File: src/verilog/vdec_pkg.sv
// Vector decode package
// Field widths, RVV opcode and function encodings, and the decoded
// operation and control types shared by the decode pipeline.
package vdec_pkg;

  localparam int INSTR_W    = 32;
  localparam int REG_ADDR_W = 5;
  localparam int FUNCT6_W   = 6;

  // major opcodes, anything non-vector folds into OTHER
  typedef enum logic [6:0] {
    LOAD_FP  = 7'b0000111,
    STORE_FP = 7'b0100111,
    VECTOR   = 7'b1010111,
    OTHER    = 7'b0000000
  } vopcode_e;

  typedef enum logic [2:0] {
    OPIVV = 3'b000,
    OPMVV = 3'b010,
    OPIVI = 3'b011,
    OPIVX = 3'b100,
    OPMVX = 3'b110,
    OPCFG = 3'b111
  } vfunct3_e;

  // OPI funct6 codes
  typedef enum logic [FUNCT6_W-1:0] {
    F6_VADD   = 6'b000000,
    F6_VSUB   = 6'b000010,
    F6_VRSUB  = 6'b000011,
    F6_VMINU  = 6'b000100,
    F6_VMIN   = 6'b000101,
    F6_VMAXU  = 6'b000110,
    F6_VMAX   = 6'b000111,
    F6_VAND   = 6'b001001,
    F6_VOR    = 6'b001010,
    F6_VXOR   = 6'b001011,
    F6_VMSEQ  = 6'b011000,
    F6_VMSNE  = 6'b011001,
    F6_VMSLTU = 6'b011010,
    F6_VMSLT  = 6'b011011,
    F6_VMSLEU = 6'b011100,
    F6_VMSLE  = 6'b011101,
    F6_VMSGTU = 6'b011110,
    F6_VMSGT  = 6'b011111,
    F6_VSLL   = 6'b100101,
    F6_VSRL   = 6'b101000,
    F6_VSRA   = 6'b101001
  } vfunct6_e;

  // vector load/store width field
  typedef enum logic [2:0] {
    WIDTH8  = 3'b000,
    WIDTH16 = 3'b101,
    WIDTH32 = 3'b110
  } mem_width_e;

  typedef enum logic [1:0] {
    MOP_UNIT    = 2'b00,
    MOP_STRIDED = 2'b10
  } mop_e;

  typedef enum logic [4:0] {
    OP_VADD, OP_VSUB, OP_VRSUB, OP_VMINU, OP_VMIN, OP_VMAXU, OP_VMAX,
    OP_VAND, OP_VOR, OP_VXOR, OP_VSLL, OP_VSRL, OP_VSRA,
    OP_VMSEQ, OP_VMSNE, OP_VMSLTU, OP_VMSLT,
    OP_VMSLEU, OP_VMSLE, OP_VMSGTU, OP_VMSGT,
    OP_LOAD, OP_STORE, OP_CFG, BAD_OP
  } vop_e;

  typedef enum logic [1:0] {
    ARITH, LOAD_UNIT, STORE_UNIT, CFG_UNIT
  } fu_type_e;

  // ten ops, needs a 4 bit field
  typedef enum logic [3:0] {
    VALU_ADD, VALU_SUB, VALU_AND, VALU_OR, VALU_XOR,
    VALU_SLL, VALU_SRL, VALU_SRA, VALU_COMP, VALU_MM
  } valu_op_e;

  typedef enum logic [2:0] {
    VSEQ, VSNE, VSLTU, VSLT, VSLEU, VSLE, VSGTU, VSGT
  } vcomp_e;

  typedef enum logic [1:0] {
    SRC_V, SRC_X, SRC_I
  } operand_src_e;

  typedef enum logic [1:0] {
    NOT_CFG, VSETVLI, VSETIVLI, VSETVL
  } cfg_sel_e;

endpackage

File: src/verilog/vdec_fetch_latch.sv
// Vector decode fetch latch
// Captures the instruction word on its valid strobe and splits the
// held word into typed fields for the decoder.
module vdec_fetch_latch (
  input  logic                          CLK,
  input  logic                          rst_n,
  input  logic [vdec_pkg::INSTR_W-1:0]  instr,
  input  logic                          instr_valid,
  output logic                          f_valid,
  output vdec_pkg::vopcode_e            opcode,
  output vdec_pkg::vfunct3_e            funct3,
  output vdec_pkg::vfunct6_e            funct6,
  output logic [vdec_pkg::REG_ADDR_W-1:0] vs1,
  output logic [vdec_pkg::REG_ADDR_W-1:0] vs2,
  output logic [vdec_pkg::REG_ADDR_W-1:0] vd,
  output logic                          vm,
  output vdec_pkg::mop_e                mop,
  output vdec_pkg::mem_width_e          mem_width,
  output logic [1:0]                    cfg_hi
);
  import vdec_pkg::*;

  logic [INSTR_W-1:0] instr_q;

  always_ff @(posedge CLK or negedge rst_n) begin
    if (!rst_n) f_valid <= 1'b0;
    else        f_valid <= instr_valid;
  end

  always_ff @(posedge CLK) begin
    if (instr_valid) instr_q <= instr;
  end

  always_comb begin
    case (instr_q[6:0])
      LOAD_FP:  opcode = LOAD_FP;
      STORE_FP: opcode = STORE_FP;
      VECTOR:   opcode = VECTOR;
      default:  opcode = OTHER;
    endcase
  end

  assign funct3    = vfunct3_e'(instr_q[14:12]);
  assign funct6    = vfunct6_e'(instr_q[31:26]);
  assign mem_width = mem_width_e'(instr_q[14:12]); // shares funct3 slot
  assign mop       = mop_e'(instr_q[27:26]);
  assign vm        = instr_q[25];
  assign vs2       = instr_q[24:20];
  assign vs1       = instr_q[19:15];
  assign vd        = instr_q[11:7];
  assign cfg_hi    = instr_q[31:30];

endmodule

File: src/verilog/vdec_op_decode.sv
// Vector operation decoder
// Maps opcode, funct3 and funct6 to one decoded operation, picks the
// config flavor and flags illegal encodings. Purely combinational.
module vdec_op_decode (
  input  logic                            f_valid,
  input  vdec_pkg::vopcode_e              opcode,
  input  vdec_pkg::vfunct3_e              funct3,
  input  vdec_pkg::vfunct6_e              funct6,
  input  logic [vdec_pkg::REG_ADDR_W-1:0] vs1,
  input  logic [vdec_pkg::REG_ADDR_W-1:0] vs2,
  input  logic [vdec_pkg::REG_ADDR_W-1:0] vd,
  input  logic                            vm,
  input  vdec_pkg::mop_e                  mop,
  input  vdec_pkg::mem_width_e            mem_width,
  input  logic [1:0]                      cfg_hi,
  output logic                            d_valid,
  output vdec_pkg::vop_e                  op,
  output logic                            illegal_insn,
  output vdec_pkg::cfg_sel_e              cfg_sel,
  output vdec_pkg::vfunct3_e              d_funct3,
  output vdec_pkg::mop_e                  d_mop,
  output logic [vdec_pkg::REG_ADDR_W-1:0] d_vs1,
  output logic [vdec_pkg::REG_ADDR_W-1:0] d_vs2,
  output logic [vdec_pkg::REG_ADDR_W-1:0] d_vd
);
  import vdec_pkg::*;

  logic   is_vec, form_vv, form_vx, form_vi;
  logic   all_forms, vv_vx, vx_vi;
  logic   width_ok, v0_overlap;
  vop_e   dec_op;

  assign is_vec  = (opcode == VECTOR);
  assign form_vv = (funct3 == OPIVV);
  assign form_vx = (funct3 == OPIVX);
  assign form_vi = (funct3 == OPIVI);

  assign all_forms = form_vv | form_vx | form_vi;
  assign vv_vx     = form_vv | form_vx;
  assign vx_vi     = form_vx | form_vi;

  assign width_ok = (mem_width == WIDTH8) || (mem_width == WIDTH16) ||
                    (mem_width == WIDTH32);

  // masked op writing v0 would clobber its own mask
  assign v0_overlap = !vm && (vd == '0);

  always_comb begin
    dec_op = BAD_OP;
    if (is_vec && all_forms) begin
      case (funct6)
        F6_VADD:   dec_op = OP_VADD;
        F6_VSUB:   dec_op = vv_vx ? OP_VSUB : BAD_OP;
        F6_VRSUB:  dec_op = vx_vi ? OP_VRSUB : BAD_OP;
        F6_VMINU:  dec_op = vv_vx ? OP_VMINU : BAD_OP;
        F6_VMIN:   dec_op = vv_vx ? OP_VMIN : BAD_OP;
        F6_VMAXU:  dec_op = vv_vx ? OP_VMAXU : BAD_OP;
        F6_VMAX:   dec_op = vv_vx ? OP_VMAX : BAD_OP;
        F6_VAND:   dec_op = OP_VAND;
        F6_VOR:    dec_op = OP_VOR;
        F6_VXOR:   dec_op = OP_VXOR;
        F6_VSLL:   dec_op = OP_VSLL;
        F6_VSRL:   dec_op = OP_VSRL;
        F6_VSRA:   dec_op = OP_VSRA;
        F6_VMSEQ:  dec_op = OP_VMSEQ;
        F6_VMSNE:  dec_op = OP_VMSNE;
        F6_VMSLTU: dec_op = vv_vx ? OP_VMSLTU : BAD_OP;
        F6_VMSLT:  dec_op = vv_vx ? OP_VMSLT : BAD_OP;
        F6_VMSLEU: dec_op = OP_VMSLEU;
        F6_VMSLE:  dec_op = OP_VMSLE;
        F6_VMSGTU: dec_op = vx_vi ? OP_VMSGTU : BAD_OP;
        F6_VMSGT:  dec_op = vx_vi ? OP_VMSGT : BAD_OP;
        default:   dec_op = BAD_OP;
      endcase
    end else if (is_vec && (funct3 == OPCFG)) begin
      dec_op = OP_CFG;
    end else if (opcode == LOAD_FP) begin
      dec_op = width_ok ? OP_LOAD : BAD_OP;
    end else if (opcode == STORE_FP) begin
      dec_op = width_ok ? OP_STORE : BAD_OP;
    end
  end

  // compares write a mask, stores and config don't touch vd as a vector
  always_comb begin
    op = dec_op;
    if (v0_overlap && !(dec_op inside {OP_VMSEQ, OP_VMSNE, OP_VMSLTU, OP_VMSLT,
                                       OP_VMSLEU, OP_VMSLE, OP_VMSGTU, OP_VMSGT,
                                       OP_STORE, OP_CFG})) begin
      op = BAD_OP;
    end
  end

  always_comb begin
    cfg_sel = NOT_CFG;
    if (op == OP_CFG) begin
      if (!cfg_hi[1])            cfg_sel = VSETVLI;
      else if (cfg_hi == 2'b11)  cfg_sel = VSETIVLI;
      else                       cfg_sel = VSETVL; // 10
    end
  end

  assign d_valid      = f_valid;
  assign illegal_insn = f_valid && (op == BAD_OP);
  assign d_funct3     = funct3;
  assign d_mop        = mop;
  assign d_vs1        = vs1;
  assign d_vs2        = vs2;
  assign d_vd         = vd;

endmodule

File: src/verilog/vdec_ctrl_gen.sv
// Vector decode control generation
// Turns the decoded operation into unit, ALU, compare, operand source
// and enable controls, and registers them for the execute side.
module vdec_ctrl_gen (
  input  logic                            CLK,
  input  logic                            rst_n,
  input  logic                            d_valid,
  input  vdec_pkg::vop_e                  op,
  input  logic                            illegal_insn,
  input  vdec_pkg::cfg_sel_e              cfg_sel,
  input  vdec_pkg::vfunct3_e              d_funct3,
  input  vdec_pkg::mop_e                  d_mop,
  input  logic [vdec_pkg::REG_ADDR_W-1:0] d_vs1,
  input  logic [vdec_pkg::REG_ADDR_W-1:0] d_vs2,
  input  logic [vdec_pkg::REG_ADDR_W-1:0] d_vd,
  output logic                            ctrl_valid,
  output logic                            illegal_insn_q,
  output vdec_pkg::fu_type_e              fu_type,
  output vdec_pkg::valu_op_e              alu_op,
  output vdec_pkg::vcomp_e                comp_type,
  output vdec_pkg::operand_src_e          rs1_src,
  output vdec_pkg::operand_src_e          rs2_src,
  output logic                            is_signed,
  output logic                            sign_extend,
  output logic                            reg_wen,
  output logic                            scalar_rd_wen,
  output logic                            mem_ren,
  output logic                            mem_wen,
  output vdec_pkg::cfg_sel_e              cfg_sel_q,
  output logic [vdec_pkg::REG_ADDR_W-1:0] vd_q,
  output logic [vdec_pkg::REG_ADDR_W-1:0] vs1_q,
  output logic [vdec_pkg::REG_ADDR_W-1:0] vs2_q
);
  import vdec_pkg::*;

  fu_type_e     fu_d;
  valu_op_e     alu_d;
  vcomp_e       comp_d;
  operand_src_e rs1_d, rs2_d;
  logic         signed_d, sext_d, is_mem, is_vop, ok;

  assign is_mem = (op == OP_LOAD) || (op == OP_STORE);
  assign is_vop = !(op inside {OP_LOAD, OP_STORE, OP_CFG, BAD_OP});
  assign ok     = d_valid && !illegal_insn;

  always_comb begin
    case (op)
      OP_LOAD:  fu_d = LOAD_UNIT;
      OP_STORE: fu_d = STORE_UNIT;
      OP_CFG:   fu_d = CFG_UNIT;
      default:  fu_d = ARITH;
    endcase
  end

  always_comb begin
    alu_d  = VALU_ADD; // address add for memory ops
    comp_d = VSEQ;
    case (op)
      OP_VSUB, OP_VRSUB:                   alu_d = VALU_SUB;
      OP_VAND:                             alu_d = VALU_AND;
      OP_VOR:                              alu_d = VALU_OR;
      OP_VXOR:                             alu_d = VALU_XOR;
      OP_VSLL:                             alu_d = VALU_SLL;
      OP_VSRL:                             alu_d = VALU_SRL;
      OP_VSRA:                             alu_d = VALU_SRA;
      OP_VMINU, OP_VMIN, OP_VMAXU, OP_VMAX: alu_d = VALU_MM;
      OP_VMSEQ:  begin alu_d = VALU_COMP; comp_d = VSEQ;  end
      OP_VMSNE:  begin alu_d = VALU_COMP; comp_d = VSNE;  end
      OP_VMSLTU: begin alu_d = VALU_COMP; comp_d = VSLTU; end
      OP_VMSLT:  begin alu_d = VALU_COMP; comp_d = VSLT;  end
      OP_VMSLEU: begin alu_d = VALU_COMP; comp_d = VSLEU; end
      OP_VMSLE:  begin alu_d = VALU_COMP; comp_d = VSLE;  end
      OP_VMSGTU: begin alu_d = VALU_COMP; comp_d = VSGTU; end
      OP_VMSGT:  begin alu_d = VALU_COMP; comp_d = VSGT;  end
      default:   alu_d = VALU_ADD;
    endcase
  end

  assign signed_d = op inside {OP_VADD, OP_VSUB, OP_VRSUB, OP_VMIN, OP_VMAX,
                               OP_VMSEQ, OP_VMSNE, OP_VMSLT, OP_VMSLE, OP_VMSGT};

  // shift amounts and the vsetivli avl are unsigned immediates
  assign sext_d = !((op inside {OP_VSLL, OP_VSRL, OP_VSRA}) || (cfg_sel == VSETIVLI));

  always_comb begin
    if (is_mem || (is_vop && d_funct3 == OPIVX) ||
        cfg_sel == VSETVLI || cfg_sel == VSETVL)
      rs1_d = SRC_X;
    else if ((is_vop && d_funct3 == OPIVI) || cfg_sel == VSETIVLI)
      rs1_d = SRC_I;
    else
      rs1_d = SRC_V;
  end

  assign rs2_d = (is_mem && d_mop == MOP_STRIDED) ? SRC_X : SRC_V; // stride in rs2

  always_ff @(posedge CLK or negedge rst_n) begin
    if (!rst_n) begin
      ctrl_valid     <= 1'b0;
      illegal_insn_q <= 1'b0;
      reg_wen        <= 1'b0;
      scalar_rd_wen  <= 1'b0;
      mem_ren        <= 1'b0;
      mem_wen        <= 1'b0;
    end else begin
      ctrl_valid     <= d_valid;
      illegal_insn_q <= illegal_insn;
      reg_wen        <= ok && (is_vop || op == OP_LOAD);
      scalar_rd_wen  <= ok && (op == OP_CFG);
      mem_ren        <= ok && (op == OP_LOAD);
      mem_wen        <= ok && (op == OP_STORE);
    end
  end

  always_ff @(posedge CLK) begin
    fu_type     <= fu_d;
    alu_op      <= alu_d;
    comp_type   <= comp_d;
    rs1_src     <= rs1_d;
    rs2_src     <= rs2_d;
    is_signed   <= signed_d;
    sign_extend <= sext_d;
    cfg_sel_q   <= cfg_sel;
    vd_q        <= d_vd;
    vs1_q       <= d_vs1;
    vs2_q       <= d_vs2;
  end

endmodule

File: src/verilog/vector_decode_top.sv
// Vector decode top level
// Two stage decode pipeline: fetch latch, op decode, control register.
module vector_decode_top (
  input  logic                            CLK,
  input  logic                            rst_n,
  input  logic [vdec_pkg::INSTR_W-1:0]    instr,
  input  logic                            instr_valid,
  output logic                            ctrl_valid,
  output logic                            illegal_insn,
  output vdec_pkg::fu_type_e              fu_type,
  output vdec_pkg::valu_op_e              alu_op,
  output vdec_pkg::vcomp_e                comp_type,
  output vdec_pkg::operand_src_e          rs1_src,
  output vdec_pkg::operand_src_e          rs2_src,
  output logic                            is_signed,
  output logic                            sign_extend,
  output logic                            reg_wen,
  output logic                            scalar_rd_wen,
  output logic                            mem_ren,
  output logic                            mem_wen,
  output vdec_pkg::cfg_sel_e              cfg_sel,
  output logic [vdec_pkg::REG_ADDR_W-1:0] vd,
  output logic [vdec_pkg::REG_ADDR_W-1:0] vs1,
  output logic [vdec_pkg::REG_ADDR_W-1:0] vs2
);
  import vdec_pkg::*;

  logic                  f_valid, f_vm;
  vopcode_e              f_opcode;
  vfunct3_e              f_funct3;
  vfunct6_e              f_funct6;
  logic [REG_ADDR_W-1:0] f_vs1, f_vs2, f_vd;
  mop_e                  f_mop;
  mem_width_e            f_mem_width;
  logic [1:0]            f_cfg_hi;

  logic                  d_valid, d_illegal;
  vop_e                  d_op;
  cfg_sel_e              d_cfg_sel;
  vfunct3_e              d_funct3;
  mop_e                  d_mop;
  logic [REG_ADDR_W-1:0] d_vs1, d_vs2, d_vd;

  vdec_fetch_latch u_fetch (
    .CLK(CLK), .rst_n(rst_n), .instr(instr), .instr_valid(instr_valid),
    .f_valid(f_valid), .opcode(f_opcode), .funct3(f_funct3), .funct6(f_funct6),
    .vs1(f_vs1), .vs2(f_vs2), .vd(f_vd), .vm(f_vm), .mop(f_mop),
    .mem_width(f_mem_width), .cfg_hi(f_cfg_hi)
  );

  vdec_op_decode u_decode (
    .f_valid(f_valid), .opcode(f_opcode), .funct3(f_funct3), .funct6(f_funct6),
    .vs1(f_vs1), .vs2(f_vs2), .vd(f_vd), .vm(f_vm), .mop(f_mop),
    .mem_width(f_mem_width), .cfg_hi(f_cfg_hi),
    .d_valid(d_valid), .op(d_op), .illegal_insn(d_illegal), .cfg_sel(d_cfg_sel),
    .d_funct3(d_funct3), .d_mop(d_mop), .d_vs1(d_vs1), .d_vs2(d_vs2), .d_vd(d_vd)
  );

  vdec_ctrl_gen u_ctrl (
    .CLK(CLK), .rst_n(rst_n), .d_valid(d_valid), .op(d_op),
    .illegal_insn(d_illegal), .cfg_sel(d_cfg_sel), .d_funct3(d_funct3),
    .d_mop(d_mop), .d_vs1(d_vs1), .d_vs2(d_vs2), .d_vd(d_vd),
    .ctrl_valid(ctrl_valid), .illegal_insn_q(illegal_insn), .fu_type(fu_type),
    .alu_op(alu_op), .comp_type(comp_type), .rs1_src(rs1_src), .rs2_src(rs2_src),
    .is_signed(is_signed), .sign_extend(sign_extend), .reg_wen(reg_wen),
    .scalar_rd_wen(scalar_rd_wen), .mem_ren(mem_ren), .mem_wen(mem_wen),
    .cfg_sel_q(cfg_sel), .vd_q(vd), .vs1_q(vs1), .vs2_q(vs2)
  );

endmodule

File: config.mk
export PLATFORM = sky130hd
export DESIGN_NAME = vector_decode_top
export DESIGN_NICKNAME = d
export VERILOG_FILES = /design/src/verilog/vdec_pkg.sv /design/src/verilog/vdec_fetch_latch.sv /design/src/verilog/vdec_op_decode.sv /design/src/verilog/vdec_ctrl_gen.sv /design/src/verilog/vector_decode_top.sv
export SDC_FILE = /design/constraint.sdc
export NUM_CORES = 1
export LEC_CHECK = 0
export BUFFER_PORTS_ARGS = -buffer_cell sky130_fd_sc_hd__buf_2
export CAP_MARGIN = 20
export CORE_ASPECT_RATIO = 0.6
export CORE_MARGIN = 4
export CORE_UTILIZATION = 26
export DETAILED_ROUTE_END_ITERATION = 8
export PLACE_DENSITY = 0.51
export SYNTH_ARGS = -nofsm -noshare
export SYNTH_HDL_FRONTEND = slang
export SYNTH_SLANG_ARGS = --single-unit
File: constraint.sdc
create_clock -name CLK -period 5.5 [get_ports CLK]
set_input_delay 0.275 -clock CLK [delete_from_list [all_inputs] [get_ports CLK]]
set_output_delay 0.275 -clock CLK [all_outputs]
set_load 0.1 [all_outputs]
* Word level (Yosys, flattened, before mapping)
Index checks and enable logic that the tools add are counted.
** Storage, ports and cells
- Bits in registers :: 71
- Bits in latches :: 0
- RAM bits :: 0
- Bits in read-only memories :: 0
- Input port bits :: 35
- Output and inout bits :: 38
- Logic and storage cells :: 157
- Memories :: 0
** Cells by class
- $add $sub $neg :: 0
- Multiply operators :: 0
- Div/mod/pow operators :: 0
- Magnitude comparators :: 0
- Equality and inequality tests :: 70
- Shifts and indexed selects :: 0
- Multiplexer cells :: 27
- Bitwise operators :: 3
- Reduce and logical (&&, ||, !) cells :: 38
** Operator list (number)
- one-hot mux 5 bit (21 select lines) :: 1
- equality test 5 bit (second input constant) :: 16
- 2-to-1 mux 5 bit :: 12
- equality test 5 x 4 -> 1 bit (second input constant) :: 11
- equality test 6 x 5 -> 1 bit (second input constant) :: 8
- one-hot mux 4 bit (9 select lines) :: 1
- equality test 6 x 3 -> 1 bit (second input constant) :: 4
- one-hot mux 3 bit (7 select lines) :: 1
- one-hot mux 7 bit (3 select lines) :: 1
- equality test 5 x 3 -> 1 bit (second input constant) :: 4
- 2-to-1 mux 4 bit :: 5
- nonzero test 10 bit :: 2
- equality test 6 x 4 -> 1 bit (second input constant) :: 3
- equality test 6 bit (second input constant) :: 3
- equality test 7 x 3 -> 1 bit (second input constant) :: 2
- equality test 7 x 6 -> 1 bit (second input constant) :: 2
- equality test 7 bit (second input constant) :: 2
- logical AND 1 bit :: 13
- equality test 3 bit (second input constant) :: 4
- equality test 6 x 2 -> 1 bit (second input constant) :: 2
- equality test 5 x 2 -> 1 bit (second input constant) :: 2
- logical NOT 5 bit :: 2
- logical OR 1 bit :: 9
- equality test 2 bit (second input constant) :: 4
- 15 further kinds :: 24

* Logic depth before layout (Yosys ltp)
Gate-level depths: netlist of run 1.
- Depth after elaboration :: 20
- Depth in mapped cells :: 10

* By module
From an unflattened synthesis of run 1, not the netlist that was laid out.
** Second synthesis, totals
- Cell total of the unflattened synthesis :: 328
- Area total of the unflattened synthesis :: 3482.1 sq um
** Modules (own cells, without submodules)
- vdec_fetch_latch :: times used 1, cells an instance 76, area an instance 1316.3 sq um, sequential area each 985.9 sq um
- vdec_ctrl_gen :: times used 1, cells an instance 108, area an instance 1181.1 sq um, sequential area each 770.7 sq um
- vdec_op_decode :: times used 1, cells an instance 144, area an instance 984.7 sq um, sequential area each 0.0 sq um

* Worst setup path before layout of run 1
Ideal clock, no wire load.
- Path type :: reg-to-reg
- Start point :: register u_fetch.instr_q[27]
- End point :: register u_ctrl.rs1_src[1]
- Setup time :: 0.128 ns
- Arrival time :: 2.243 ns
- Path slack :: 3.129 ns
- Cell stages (with the launch flop) :: 9
- Buffers on the path :: 0
- Clock period less this slack :: 2.371 ns
- Cell sequence :: edfxtp_1 > or4b_1 > a21oi_1 > a2111oi_4 > o31a_1 > nor4b_4 > o21ai_4 > a22oi_4 > o22ai_1
** On the way
- Word-level cells in the longest chain between the ends :: 15
** RTL lines
- start: declaration :: RTL line vdec_fetch_latch.sv:23 : logic [INSTR_W-1:0] instr_q;
- start signal: assignment :: RTL line vdec_fetch_latch.sv:31 : if (instr_valid) instr_q <= instr;
- equality test 6 x 5 -> 1 bit (tied with other cells) :: RTL line vdec_op_decode.sv:51 : case (funct6)
- one-hot mux 5 bit (21 select lines) (*) :: RTL line vdec_op_decode.sv:51
- 2-to-1 mux 5 bit (*) :: RTL line vdec_op_decode.sv:50 : if (is_vec && all_forms) begin
- equality test 5 x 4 -> 1 bit / equality test 5 bit (equally long branches) :: RTL line vdec_op_decode.sv:87 : if (v0_overlap && !(dec_op inside {OP_VMSEQ, OP_VMSNE, OP_VMSLTU, OP_VMSLT,
- nonzero test 10 bit :: RTL line vdec_op_decode.sv:87
- logical NOT 1 bit :: RTL line vdec_op_decode.sv:87
- logical AND 1 bit :: RTL line vdec_op_decode.sv:87
- 2-to-1 mux 5 bit (*) :: RTL line vdec_op_decode.sv:87
- equality test 5 bit (on tied branches) :: RTL line vdec_ctrl_gen.sv:42, vdec_ctrl_gen.sv:43, vdec_op_decode.sv:96
- nonzero test 4 bit :: RTL line vdec_ctrl_gen.sv:43 : assign is_vop = !(op inside {OP_LOAD, OP_STORE, OP_CFG, BAD_OP});
- logical NOT 1 bit :: RTL line vdec_ctrl_gen.sv:43
- logical AND 1 bit :: RTL line vdec_ctrl_gen.sv:86 : if (is_mem || (is_vop && d_funct3 == OPIVX) ||
- logical OR 1 bit (2 in a row) :: RTL line vdec_ctrl_gen.sv:86
- logical OR 1 bit :: RTL line vdec_ctrl_gen.sv:87 : cfg_sel == VSETVLI || cfg_sel == VSETVL)
- end signal: assignment :: RTL line vdec_ctrl_gen.sv:119 : rs1_src <= rs1_d;
- end: declaration :: RTL line vdec_ctrl_gen.sv:21 : output vdec_pkg::operand_src_e rs1_src,
Every way passes the cells marked *; elsewhere a longest branch is shown, timed or not.
A chain may end at the register's enable or synchronous reset.

* Final worst setup path of run 1
- Start point :: register u_fetch.instr_q[14]
- End point :: register u_ctrl.sign_extend
** On the way
- Word-level cells in the longest chain between the ends :: 18
** RTL lines
- equality test 3 bit / logical NOT 3 bit (equally long branches) :: RTL line vdec_op_decode.sv:42, vdec_op_decode.sv:34
- logical OR 1 bit (2 in a row) :: RTL line vdec_op_decode.sv:42 : assign width_ok = (mem_width == WIDTH8) || (mem_width == WIDTH16) ||
- 2-to-1 mux 4 bit :: RTL line vdec_op_decode.sv:80 : dec_op = width_ok ? OP_STORE : BAD_OP;
- 2-to-1 mux 5 bit :: RTL line vdec_op_decode.sv:79 : end else if (opcode == STORE_FP) begin
- 2-to-1 mux 5 bit :: RTL line vdec_op_decode.sv:77 : end else if (opcode == LOAD_FP) begin
- 2-to-1 mux 5 bit :: RTL line vdec_op_decode.sv:75 : end else if (is_vec && (funct3 == OPCFG)) begin
- 2-to-1 mux 5 bit (*) :: RTL line vdec_op_decode.sv:50
- equality test 5 x 4 -> 1 bit / equality test 5 bit (equally long branches) :: RTL line vdec_op_decode.sv:87
- [2 not listed]
- logical AND 1 bit :: RTL line vdec_op_decode.sv:87
- 2-to-1 mux 5 bit (*) :: RTL line vdec_op_decode.sv:87
- equality test 5 bit :: RTL line vdec_op_decode.sv:96 : if (op == OP_CFG) begin
- 2-to-1 mux 2 bit :: RTL line vdec_op_decode.sv:96
- equality test 2 bit :: RTL line vdec_ctrl_gen.sv:83 : assign sext_d = !((op inside {OP_VSLL, OP_VSRL, OP_VSRA}) || (cfg_sel == VSETIVLI));
- logical OR 1 bit (*) :: RTL line vdec_ctrl_gen.sv:83
- logical NOT 1 bit (*) :: RTL line vdec_ctrl_gen.sv:83
- net u_ctrl.sext_d :: RTL line vdec_ctrl_gen.sv:40 : logic signed_d, sext_d, is_mem, is_vop, ok;
- end signal: assignment :: RTL line vdec_ctrl_gen.sv:122 : sign_extend <= sext_d;
- end: declaration :: RTL line vdec_ctrl_gen.sv:24 : output logic sign_extend,
The timed path passes the listed nets; every way through them passes the cells marked *.

==> results of run 1 <==
[final cells by class]
class                      count  area, um2  area share
tap                          139        174      0.0466
clock buffer                  11        254      0.0681
timing repair buffer          72        365      0.0980
clock inverter                 5       55.1      0.0148
multi-input combinational    158       1100       0.295
inverter                       7       26.3     0.00704
sequential                    70       1760       0.471
[power breakdown]
part | switching (mW) | leakage (nW) | total, mW | internal (mW)
clock | 0.215 | 0.155 | 0.594 | 0.379
combinational | 0.121 | 0.672 | 0.157 | 0.0354
sequential | 0.0247 | 0.660 | 0.603 | 0.578
[kinds of logic (layout without fill, tap and decap cells)]
| family | Yosys count | count (layout) |
|---|---|---|
| flip-flops | 70 | 70 |
| AND/OR/NAND/NOR | 94 | 94 |
| other | 1 | 1 |
| buffers and inverters | 21 | 95 |
| XOR/XNOR | 2 | 2 |
| multiplexers | 2 | 2 |
| AO/OA/AOI/OAI | 59 | 59 |
[synth_stat cells (all sizes together) (6+ instances only)]
master and n:
dfxtp 31, nand4 6, nand2b 9, nor3 9
inv 7, edfxtp 32, o21ai 11, nor2 13
a21oi 13, buf 13, nand2 10, nand3 7
dfrtp 7
[routing by layer]
layer,part of all wire,vias up,wire length (um)
li1,-,1090,-
met1,0.51,1051,3560
met2,0.37,92,2620
met3,0.11,10,757
met4,0.014,0,102
met5,0,-,0
[timing repair]
item,CTS,global route
hold buffers,1,0
endpoints found under the hold margin,7,0
gates resized for setup,0,0
[flip-flops by register name, summed over array words and instances, names as in the netlist, 2 cells and up]
signal,cells
u_ctrl.rs1_src,2
u_ctrl.alu_op,4
u_ctrl.comp_type,3
u_ctrl.fu_type,2
u_fetch.instr_q,32
u_ctrl.vs1_q,5
u_ctrl.cfg_sel_q,2
u_ctrl.vd_q,5
u_ctrl.vs2_q,5
[critical path: cells and delay by family, from the launching register on]
| kind | cells | cell delay, ns |
|---|---|---|
| flops | 1 | 0.55 |
| compound gates | 4 | 1.61 |
| simple gates | 3 | 0.65 |
[placed cells by master, fill, tap and decap left out, types with 5 or more instances in the layout]
master and n:
a21oi_1 13, buf_2 71, clkbuf_16 10, dfrtp_1 7, dfxtp_1 31, edfxtp_1 32
inv_1 6, nand2_1 9, nand2b_1 9, nand3_1 7, nand4_1 6, nor2_1 13
nor3_1 8, nor3b_1 5, o21ai_0 8
[worst max path at each step]
| stage | end | cells after the start | startpoint | slack, ns |
|---|---|---|---|---|
| final | u_ctrl.sign_extend$_DFF_P_ | 7 | u_fetch.instr_q[14]$_DFFE_PP_ | 2.56 |
| after global routing | u_ctrl.rs1_src[1]$_SDFF_PP0_ | 8 | u_fetch.instr_q[30]$_DFFE_PP_ | 2.36 |
| after CTS | u_ctrl.rs1_src[1]$_SDFF_PP0_ | 8 | u_fetch.instr_q[27]$_DFFE_PP_ | 2.55 |
| after detailed placement | u_ctrl.rs1_src[1]$_SDFF_PP0_ | 8 | u_fetch.instr_q[27]$_DFFE_PP_ | 2.57 |
| after global placement | u_ctrl.mem_ren$_DFF_PN0_ | 7 | u_fetch.instr_q[27]$_DFFE_PP_ | 2.64 |
| after floorplan | u_ctrl.rs1_src[1]$_SDFF_PP0_ | 8 | u_fetch.instr_q[27]$_DFFE_PP_ | 3.13 |
==> results.md, run 1 <==
* Placed cell count at roughly 450
* Mux cell area share after synthesis at 0.00720
* Syn Area/Cell at between 10 and 15 um2
* Initial Utilization at 0.273
* Wirelength per Cell at 15.2 um
* CTS Buf Count at 9
* Die Area at roughly 0.013 mm2
* Post-synth net total at 284
* Run status: completed
* Global Route Usage Sum at 0.114
* Net count, final at approximately 350
* Yosys synthesis warning count at 0
* Hold path endpoint: u_fetch.instr_q[30]$_DFFE_PP_
* Post-synthesis simple-gate area fraction at 0.203
* Final ANT Viol Nets at 0
* Fmax at approximately 340 MHz
* Clock slew at reported path FFs at 0.06 ns
* HPWL after DPL at approximately 5200 um
* PnR Total Power at about 1.4 mW
* Main combinational cell family by area after synthesis: simple AND/OR/NAND/NOR gates
* EDFF count, synth at 32
* Synthesized instance count at approximately 250
* Critical Path, Cell by Cell: nand3b_1, a2111oi_4, o31a_1, nor4b_4, o21ai_4, nand2_2, o32a_1
* GR Util met2 at 0.143
* Final count of hold timing violations at 0
* Chip width at about 150 um
* Worst path required time at around 5.7 ns
* Layout cells sized above 1 at 0.303
* MaxCap Viol Count at 0
* Placement Cell Area at approximately 0.0034 mm2
* Die height at roughly 91 um
* Post-route setup slack at about 2.6 ns
* Final global-route overflow total at 0
* Total clock sinks at 70
* Final design utilization at 0.345
* R2R Path End: u_ctrl.sign_extend$_DFF_P_
* Worst Hold Class: input port to flip-flop
* Via density at slightly below 5
* Pre-CTS setup slack at about 2.6 ns
* Synth unique cells at 66
* Vias in the first global route at roughly 2200
* Asr flop ratio synth at 0.100
* Slew headroom at 0.441
* Post-Synth Adder-Cell Area at 0
* Antenna violations before repair at 0
* Worst-Margin Slew at slightly above 0.8 ns
* Reg2reg start: u_fetch.instr_q[14]$_DFFE_PP_
* Diodes inserted at 0
* CTS HTree Levels at 3
* Rows at 29
* CTS max path bufs at 2
* Min-delay src: instr[30]
* Skew final at between 0.008 and 0.009 ns
* Worst hold stages at 1
* CTS tree: yes
* DRC Markers at 0
* Synth Flop Type: edfxtp_1
* Synth Cell Area at just under 0.003 mm2
* Post-layout minimum cycle time at 2.94 ns
* Count of pins over their slew limit at 0
* First-pass GRT wire length at between 10000 and 15000 um
* Seq/Total Area, Yosys at 0.594
* Detailed Routing Iterations Pass 1 at 4
* Number of fillers in the final layout at roughly 1100
* Largest fanout on the critical path at 13
* Gpl congestion at roughly 0.9
* Cells on worst reg2reg path at 7
* WP data arrival at approximately 3.1 ns
* DRT iter0 DRCs at between 200 and 300
* Setup TNS at 0 ns
* Setup Buffers After CTS at 0
* Met1 usage at 0.162
* Slowest cell delay on critical path at 0.64 ns
* Reg2Reg Setup Slack at 2.56 ns
* RSZ-0062 raised after global routing: false
* Crit. End Element: flip-flop
* Critical-path top delay cell: a2111oi_4
* Post-route insts no fill at 462
* Crit share post-route at 0.534
* Layout area overhead at 26.2%
* Ranking of synthesized cells by area: edfxtp_1 33%, dfxtp_1 21%, dfrtp_1 5.9%, a21oi_1 2.2%, nand2b_1 1.9%
* Synth area leader: edfxtp_1
* Skew-Pair Late Insertion Delay at 0.33 ns
* Post-synth top area share at 0.325
* Cell Pwr Density at ~360 mW/mm2
* Leak at 1.49 nW
* Hold Slack at roughly 0.11 ns
* Crit path kind: flip-flop to flip-flop
* Final setup violation count at 0
* Xor/xnor cell area share of the yosys netlist at 0.00593
* IO Count at 73
* Total core area at between 0.01 and 0.015 mm2
* Vias at 2243
* Final instance area at 0.00373 mm2
* Port bufs at between 70 and 80
* Worst setup SP type: flip-flop
* Worst vdd ir at 0.182 mV
* Total wire length at around 7000 um
* Compound-Gate Fraction of Synth Area at 0.154
* Largest net degree at the start of global routing at 34
* Global routing's busiest layer: met1
* Met3 Usage GRT at 0.0557
* Root Buffer: clkbuf_16
* Yosys reg bits at 70
(Power assumes the default switching activity.)
==> run 2, diff against run 1 <==
- ABC_AREA: default -> 1
- PLACE_DENSITY: 0.51 -> 0.52
- clock period: 5.5 -> 2.6 ns (I/O delays scaled with it)
==> run 2 against run 1 <==
Cell count up 42%. Combinational power rose to 2.9 times the previous value. Clock skew down 0.0024 ns. Power up 120%. Hold slack better by 0.067 ns. First-iteration DRC count down 53%. Core utilization up 7.6 points. Synthesized cell count up 36%. Setup slack worse by 2.5 ns. Wire length up 17%. Clock power up 120%.
==> results.md, run 2 <==
* Chip width at 147 um (+0.73%)
* IO Count at 73 (unchanged)
* Die Area at 0.0134 mm2 (+1.4%)
* Post-layout minimum cycle time at 2.55 ns (-0.387 ns)
* Vias in the first global route at 2804 (+30%)
* Post-synth top area share at 0.320 (-0.00501)
* Worst-Margin Slew at 0.739 ns (-0.0895 ns)
* Run status: completed
* CTS max path bufs at 2 (unchanged)
* Final design utilization at 0.421 (+0.0760)
* Seq/Total Area, Yosys at 0.585 (-0.00917)
* Commonest non-fill, non-tap cell in the layout: buf_2
* Final count of hold timing violations at 0 (unchanged)
* Top-count cell post-synth: nand2_1
* Crit path kind: flip-flop to flip-flop
* Gpl congestion at 0.929 (+5.2%)
* PnR Total Power at 3.04 mW (+120%)
* Synth Cell Area at 0.00300 mm2 (+1.6%)
* Final setup violation count at 0 (unchanged)
* Post-synth net total at 374 (+32%)
* Worst path required time at 2.81 ns (-2.90 ns)
* Post-route setup slack at 0.0520 ns (-2.51 ns)
* Skew-Pair Late Insertion Delay at 0.33 ns (about the same)
* CTS HTree Levels at 3 (unchanged)
* Syn Area/Cell at 8.85 um2 (-25%)
* WP data arrival at 2.76 ns (-0.38 ns)
* Synth Flop Type: edfxtp_1
* Asr flop ratio synth at 0.100 (unchanged)
* Fmax at 392 MHz (+15%)
* Layout cells sized above 1 at 0.444 (+0.140)
* Antenna violations before repair at 0 (unchanged)
* Count of pins over their slew limit at 0 (unchanged)
* Total wire length at 8220 um (+17%)
* Critical path startpoint: u_fetch.instr_q[30]$_DFFE_PP_
* Diodes inserted at 0 (unchanged)
* Largest Register: u_fetch.instr_q
* Port bufs at 71 (unchanged)
* RSZ-0062 raised after global routing: true
* Crit. End Element: flip-flop
* Worst setup SP type: flip-flop
* Rows at 30 (+3.4%)
* Yosys reg bits at 70 (unchanged)
* First-pass GRT wire length at 13400 um (+14%)
* Final global-route overflow total at 0 (unchanged)
* Vias at 2826 (+26%)
* Layout area overhead at 58.4%
* Yosys synthesis warning count at 0 (unchanged)
* Wirelength per Cell at 12.5 um (-18%)
* Cell Pwr Density at 640 mW/mm2 (+76%)
* Slew headroom at 0.508 (+0.0669)
* MaxCap Viol Count at 0 (unchanged)
* Initial Utilization at 0.266 (-0.00765)
* Largest fanout on the critical path at 6 (-7)
* Die height at 91.2 um (+0.71%)
* Pre-CTS setup slack at 0.00537 ns (-2.57 ns)
* Max reg flops at 32 (unchanged)
* EDFF count, synth at 32 (unchanged)
* DRT iter0 DRCs at 125 (-53%)
* Detailed Routing Iterations Pass 1 at 4 (unchanged)
* Synthesized instance count at 339 (+36%)
* Leak at 2.20 nW (+48%)
* Total core area at 0.0113 mm2 (+4.5%)
* CTS Buf Count at 9 (unchanged)
* DRC Markers at 0 (unchanged)
* Worst vdd ir at 0.405 mV (+120%)
* Synth cell count leaders: 80 x nand2_1, 55 x nor2_1, 35 x nand3_1
* CTS tree: yes
* Ranking of synthesized cells by area: edfxtp_1 32%, dfxtp_1 21%, nand2_1 10%, nor2_1 6.9%, dfrtp_1 5.8%
* Hold Slack at 0.181 ns (+0.0667 ns)
* Synth unique cells at 30 (-55%)
* Reg2reg start: u_fetch.instr_q[30]$_DFFE_PP_
* Clock slew at reported path FFs at 0.06 ns (about the same)
* Root Buffer: clkbuf_16
* Final ANT Viol Nets at 0 (unchanged)
* Skew final at 0.00659 ns (-0.00236 ns)
* Crit share post-route at 0.980 (+0.446)
* Largest net degree at the start of global routing at 34 (unchanged)
* Via density at 4.31 (-11%)
* Most frequent cells in the layout: 71 x buf_2, 56 x nand2_1, 35 x buf_4
* Global Route Usage Sum at 0.125 (+0.0118)
* HPWL after DPL at 5690 um (+9.2%)
* Worst Hold Class: input port to async pin
* Total clock sinks at 70 (unchanged)
* Synth area leader: edfxtp_1
* Net count, final at 526 (+49%)
==> run 2: cell type report <==
class | count | area, um2
clock inverters | 6 | 93.8
inverters | 39 | 154
clock buffers | 10 | 229
well taps | 160 | 200
flip-flops and latches | 70 | 1760
repair buffers | 141 | 971
fillers | 1100 | 6540
multi-input cells | 230 | 1350
==> run 2: path summary, 6_finish.rpt <==
kind                                                   end  slack (ns)  depth (start not counted)
min in group CLK                 u_fetch.f_valid$_DFF_PN0_        0.32                          1
max                             u_ctrl.sign_extend$_DFF_P_        0.05                         18
max in group asynchronous  u_ctrl.illegal_insn_q$_DFF_PN0_        2.26                          2
max reg2reg                     u_ctrl.sign_extend$_DFF_P_        0.05                         18
min reg2reg                        u_ctrl.vs2_q[1]$_DFF_P_        0.34                          0
min                            u_ctrl.ctrl_valid$_DFF_PN0_        0.18                          2
==> run 2: kinds of logic after synthesis <==
| family | after synthesis | share of synthesized area |
|---|---|---|
| other cells | 1 | 0.00125 |
| simple gates | 203 | 0.309 |
| compound gates | 25 | 0.0534 |
| buf+inv | 40 | 0.0513 |
| flops | 70 | 0.585 |
==> run 2: metal layers <==
layer	routed length, um	vias to the layer above	GRT usage
li1	-	1413	-
met4	70	0	0.0329
met2	3630	113	0.187
met1	3720	1289	0.162
met5	0	-	0
met3	791	11	0.0618
==> run 2: report_power, final <==
part	switching, mW	leakage, nW	total (mW)	internal, mW
Clock	0.485	0.153	1.33	0.847
Combinational	0.321	1.39	0.456	0.135
Sequential	0.0349	0.660	1.26	1.22
==> run 2: timing repair <==
item	4_1_cts	5_1_grt
resized for setup	1	78
pin swaps	0	34
hold endpoints to repair	39	0
cloned	0	1
hold buffers	33	0
buffers inserted	2	12
setup endpoints to repair	1	17
==> run 2: critical path, stage by stage (launching register included) <==
cell and delay (ns):
edfxtp_1 0.46, inv_1 0.12, nor2_2 0.22, nand2_1 0.17, nor2_1 0.14, nand2_1 0.06, nand3_1 0.08, nor2_2 0.04
nand3_2 0.08, nand2_2 0.06, nor2_2 0.12, nand2_2 0.08, nand3_4 0.12, nand2_2 0.08, nor2_4 0.16, nand2_2 0.07
o21a_1 0.22, nand2_2 0.09, a21oi_2 0.04
==> run 2: per-stage QoR <==
| stage | cell area (um2) | cells | TNS (ns) |
|---|---|---|---|
| after floorplan | 3000 | 339 | 0 |
| after CTS | 4410 | 645 | 0 |
| after global placement | 3740 | 594 | -0.0329 |
| after global routing | 4760 | 656 | -0.704 |
| final | 4760 | 656 | 0 |
| after detailed placement | 3740 | 594 | 0 |
==> run 3, diff against run 2 <==
==> constraint.sdc (replaced) <==
create_clock -name CLK -period 2.6 [get_ports CLK]
set_input_delay 0.26 -clock CLK [delete_from_list [all_inputs] [get_ports CLK]]
set_output_delay 0.26 -clock CLK [all_outputs]
set_load 0.1 [all_outputs]
==> run 3 against run 2 <==
Register-to-register slack about the same. Count of clock-buffer cells in the layout did not move. Sequential share of layout area increased by 2.7 points. Combinational power fell by 8.6%. Critical endpoint unchanged. First-iteration DRC count rose by 6.4%. Highest routed layer unchanged. Clock skew barely moved. Flip-flop and latch count stayed put. Sequential power about the same. Non-clock buffer count shrank 32. Critical path type unchanged. Clock power hardly changed. Setup slack better by 0.0083 ns.
==> results.md, run 3 (synthesized netlist as in run 2, its figures left out) <==
* Crit. End Element: flip-flop
* Min-delay src: instr[14]
* Worst hold stages at 1
* Sw Ratio at 0.277 (+0.000525)
* Crit path kind: flip-flop to flip-flop
* Via density at 4.32 (+0.29%)
* Fmax at 394 MHz (+0.33%)
* First-pass GRT wire length at 12500 um (-6.3%)
* Final setup violation count at 0 (unchanged)
* Global routing's busiest layer: met2
* Commonest non-fill, non-tap cell in the layout: buf_2
* Skew-Pair Late Insertion Delay at 0.33 ns (about the same)
* CTS HTree Levels at 3 (unchanged)
* Clock slew at reported path FFs at 0.06 ns (about the same)
* Cells on worst reg2reg path at 18 (unchanged)
* WP data arrival at 2.75 ns (about the same)
* Final count of hold timing violations at 0 (unchanged)
* Detailed Routing Iterations Pass 1 at 4 (unchanged)
* Largest Register: u_fetch.instr_q
* Gpl congestion at 0.929 (unchanged)
* DRT iter0 DRCs at 133 (+6.4%)
* Layout cells sized above 1 at 0.474 (+0.0306)
* Sequential power share at 0.418 (+0.005)
* Worst path required time at 2.81 ns (about the same)
* Global Route Usage Sum at 0.118 (-0.00725)
* HPWL after DPL at 5690 um (unchanged)
* Root Buffer: clkbuf_16
* Reg2Reg Setup Slack at 0.06 ns (about the same)
* Comb pwr share at 0.139 (-0.011)
* Vias at 2696 (-4.6%)
* Antenna violations before repair at 0 (unchanged)
* Met3 Usage GRT at 0.0648 (+0.00299)
* GR Util met2 at 0.164 (-0.0226)
* Leak at 2.07 nW (-6.1%)
* Critical path startpoint: u_fetch.instr_q[30]$_DFFE_PP_
* CTS max path bufs at 2 (unchanged)
* DRC Markers at 0 (unchanged)
* Hold path endpoint: u_fetch.instr_q[14]$_DFFE_PP_
* R2R Path End: u_ctrl.sign_extend$_DFF_P_
* Post-route setup slack at 0.0602 ns (+0.00826 ns)
* Worst setup SP type: flip-flop
* Largest net degree at the start of global routing at 34 (unchanged)
* Total core area at 0.0113 mm2 (unchanged)
* Wirelength per Cell at 12.6 um (+0.48%)
* CTS Buf Count at 9 (unchanged)
* Chip width at 147 um (unchanged)
* Worst-Margin Slew at 0.724 ns (-0.0145 ns)
* PnR Total Power at 3.00 mW (-1.3%)
* Psw at 0.831 mW (-1.2%)
* Final design utilization at 0.393 (-0.0284)
* Max reg flops at 32 (unchanged)
* Final global-route overflow total at 0 (unchanged)
* Most frequent cells in the layout: 71 x buf_2, 56 x nand2_1, 35 x buf_4
* Rows at 30 (unchanged)
* Layout area overhead at 47.8%
* MaxCap Viol Count at 0 (unchanged)
* Worst vdd ir at 0.404 mV (-0.43%)
* Cell Pwr Density at 677 mW/mm2 (+5.8%)
* Skew final at 0.00618 ns (-0.000414 ns)
* Vias in the first global route at 2579 (-8.0%)
* CTS tree: yes
* Crit share post-route at 0.977 (-0.00318)
* Count of pins over their slew limit at 0 (unchanged)
* Total clock sinks at 70 (unchanged)
* Final ANT Viol Nets at 0 (unchanged)
* Port bufs at 71 (unchanged)
* Largest fanout on the critical path at 6 (unchanged)
* Total wire length at 7850 um (-4.4%)
* Clock share of power at 0.443 (+0.006)
* Slew headroom at 0.517 (+0.00966)
* Int Power at 2.17 mW (-1.4%)
* Die height at 91.2 um (unchanged)
* Run status: completed
* Pre-CTS setup slack at 0.00537 ns (unchanged)
* IO Count at 73 (unchanged)
* Met1 usage at 0.157 (-0.00466)
* RSZ-0062 raised after global routing: true
* Initial Utilization at 0.266 (unchanged)
* Worst Hold Class: input port to flip-flop
* Diodes inserted at 0 (unchanged)
* Reg2reg start: u_fetch.instr_q[30]$_DFFE_PP_
* Die Area at 0.0134 mm2 (unchanged)
* Net count, final at 494 (-6.1%)
* Post-layout minimum cycle time at 2.54 ns (-0.00826 ns)
-- run 3: cell count changes in the layout (fill, tap and decap cells not counted), sizes merged --
| cell | before | now |
|---|---|---|
| dlygate4sd3 | 33 | 1 |
-- run 3: power by group through the flow --
stage / combinational (mW) / clock [mW] / sequential (mW)
after floorplan: 0.0999 / 0 / 1.43
after global placement: 0.367 / 0 / 1.28
after detailed placement: 0.362 / 0 / 1.28
after CTS: 0.368 / 1.38 / 1.25
after global routing: 0.444 / 1.43 / 1.26
final: 0.417 / 1.33 / 1.26
-- run 3: critical path, cell delays in order, from the launching register on --
cell and delay [ns]:
edfxtp_1 0.46, inv_1 0.12, nor2_2 0.22, nand2_1 0.17
nor2_1 0.14, nand2_1 0.06, nand3_1 0.08, nor2_2 0.04
nand3_2 0.08, nand2_2 0.06, nor2_2 0.12, nand2_2 0.08
nand3_4 0.12, nand2_2 0.08, nor2_4 0.16, nand2_2 0.07
o21a_1 0.22, nand2_2 0.09, a21oi_2 0.04
-- run 3: cell type report --
cell class / count / area (um2)
Sequential cell: 70 / 1760
Clock inverter: 6 / 93.8
Clock buffer: 10 / 229
Tap cell: 160 / 200
Timing Repair Buffer: 109 / 651
Multi-Input combinational cell: 230 / 1350
Inverter: 39 / 154
Fill cell: 1132 / 6860
-- run 3: worst max-delay path by stage --
stage                                 end  slack, ns  depth (start not counted)
6_report       u_ctrl.sign_extend$_DFF_P_       0.06                         18
5_1_grt        u_ctrl.sign_extend$_DFF_P_      -0.10                         17
4_1_cts        u_ctrl.sign_extend$_DFF_P_       0.01                         17
3_5_place_dp   u_ctrl.sign_extend$_DFF_P_      0.005                         16
3_3_place_gp   u_ctrl.sign_extend$_DFF_P_      -0.03                         16
2_1_floorplan  u_ctrl.sign_extend$_DFF_P_       0.34                         17
-- run 3: through the flow --
stage | std cells | setup TNS, ns | hold slack [ns] | instance area (um2)
final | 624 | 0 | 0.100 | 4440
after global routing | 624 | -0.704 | 0.0814 | 4440
after CTS | 613 | 0 | 0.0832 | 4090
after detailed placement | 594 | 0 | 0.101 | 3740
after global placement | 594 | -0.0329 | 0.0930 | 3740
after floorplan | 339 | 0 | -0.0356 | 3000
-- run 3: routing by layer --
layer	wire length, um	part of all wire
met5	0	0
met4	63	0.0080
met3	837	0.11
met2	3340	0.42
met1	3620	0.46
-- run 3: repair_timing --
item / CTS / global route
hold buffers: 1 / 0
gates resized for setup: 1 / 78
setup buffers: 2 / 12
cloned: 0 / 1
endpoints found under the hold margin: 7 / 0
setup endpoints to repair: 1 / 17
pin swaps: 0 / 34
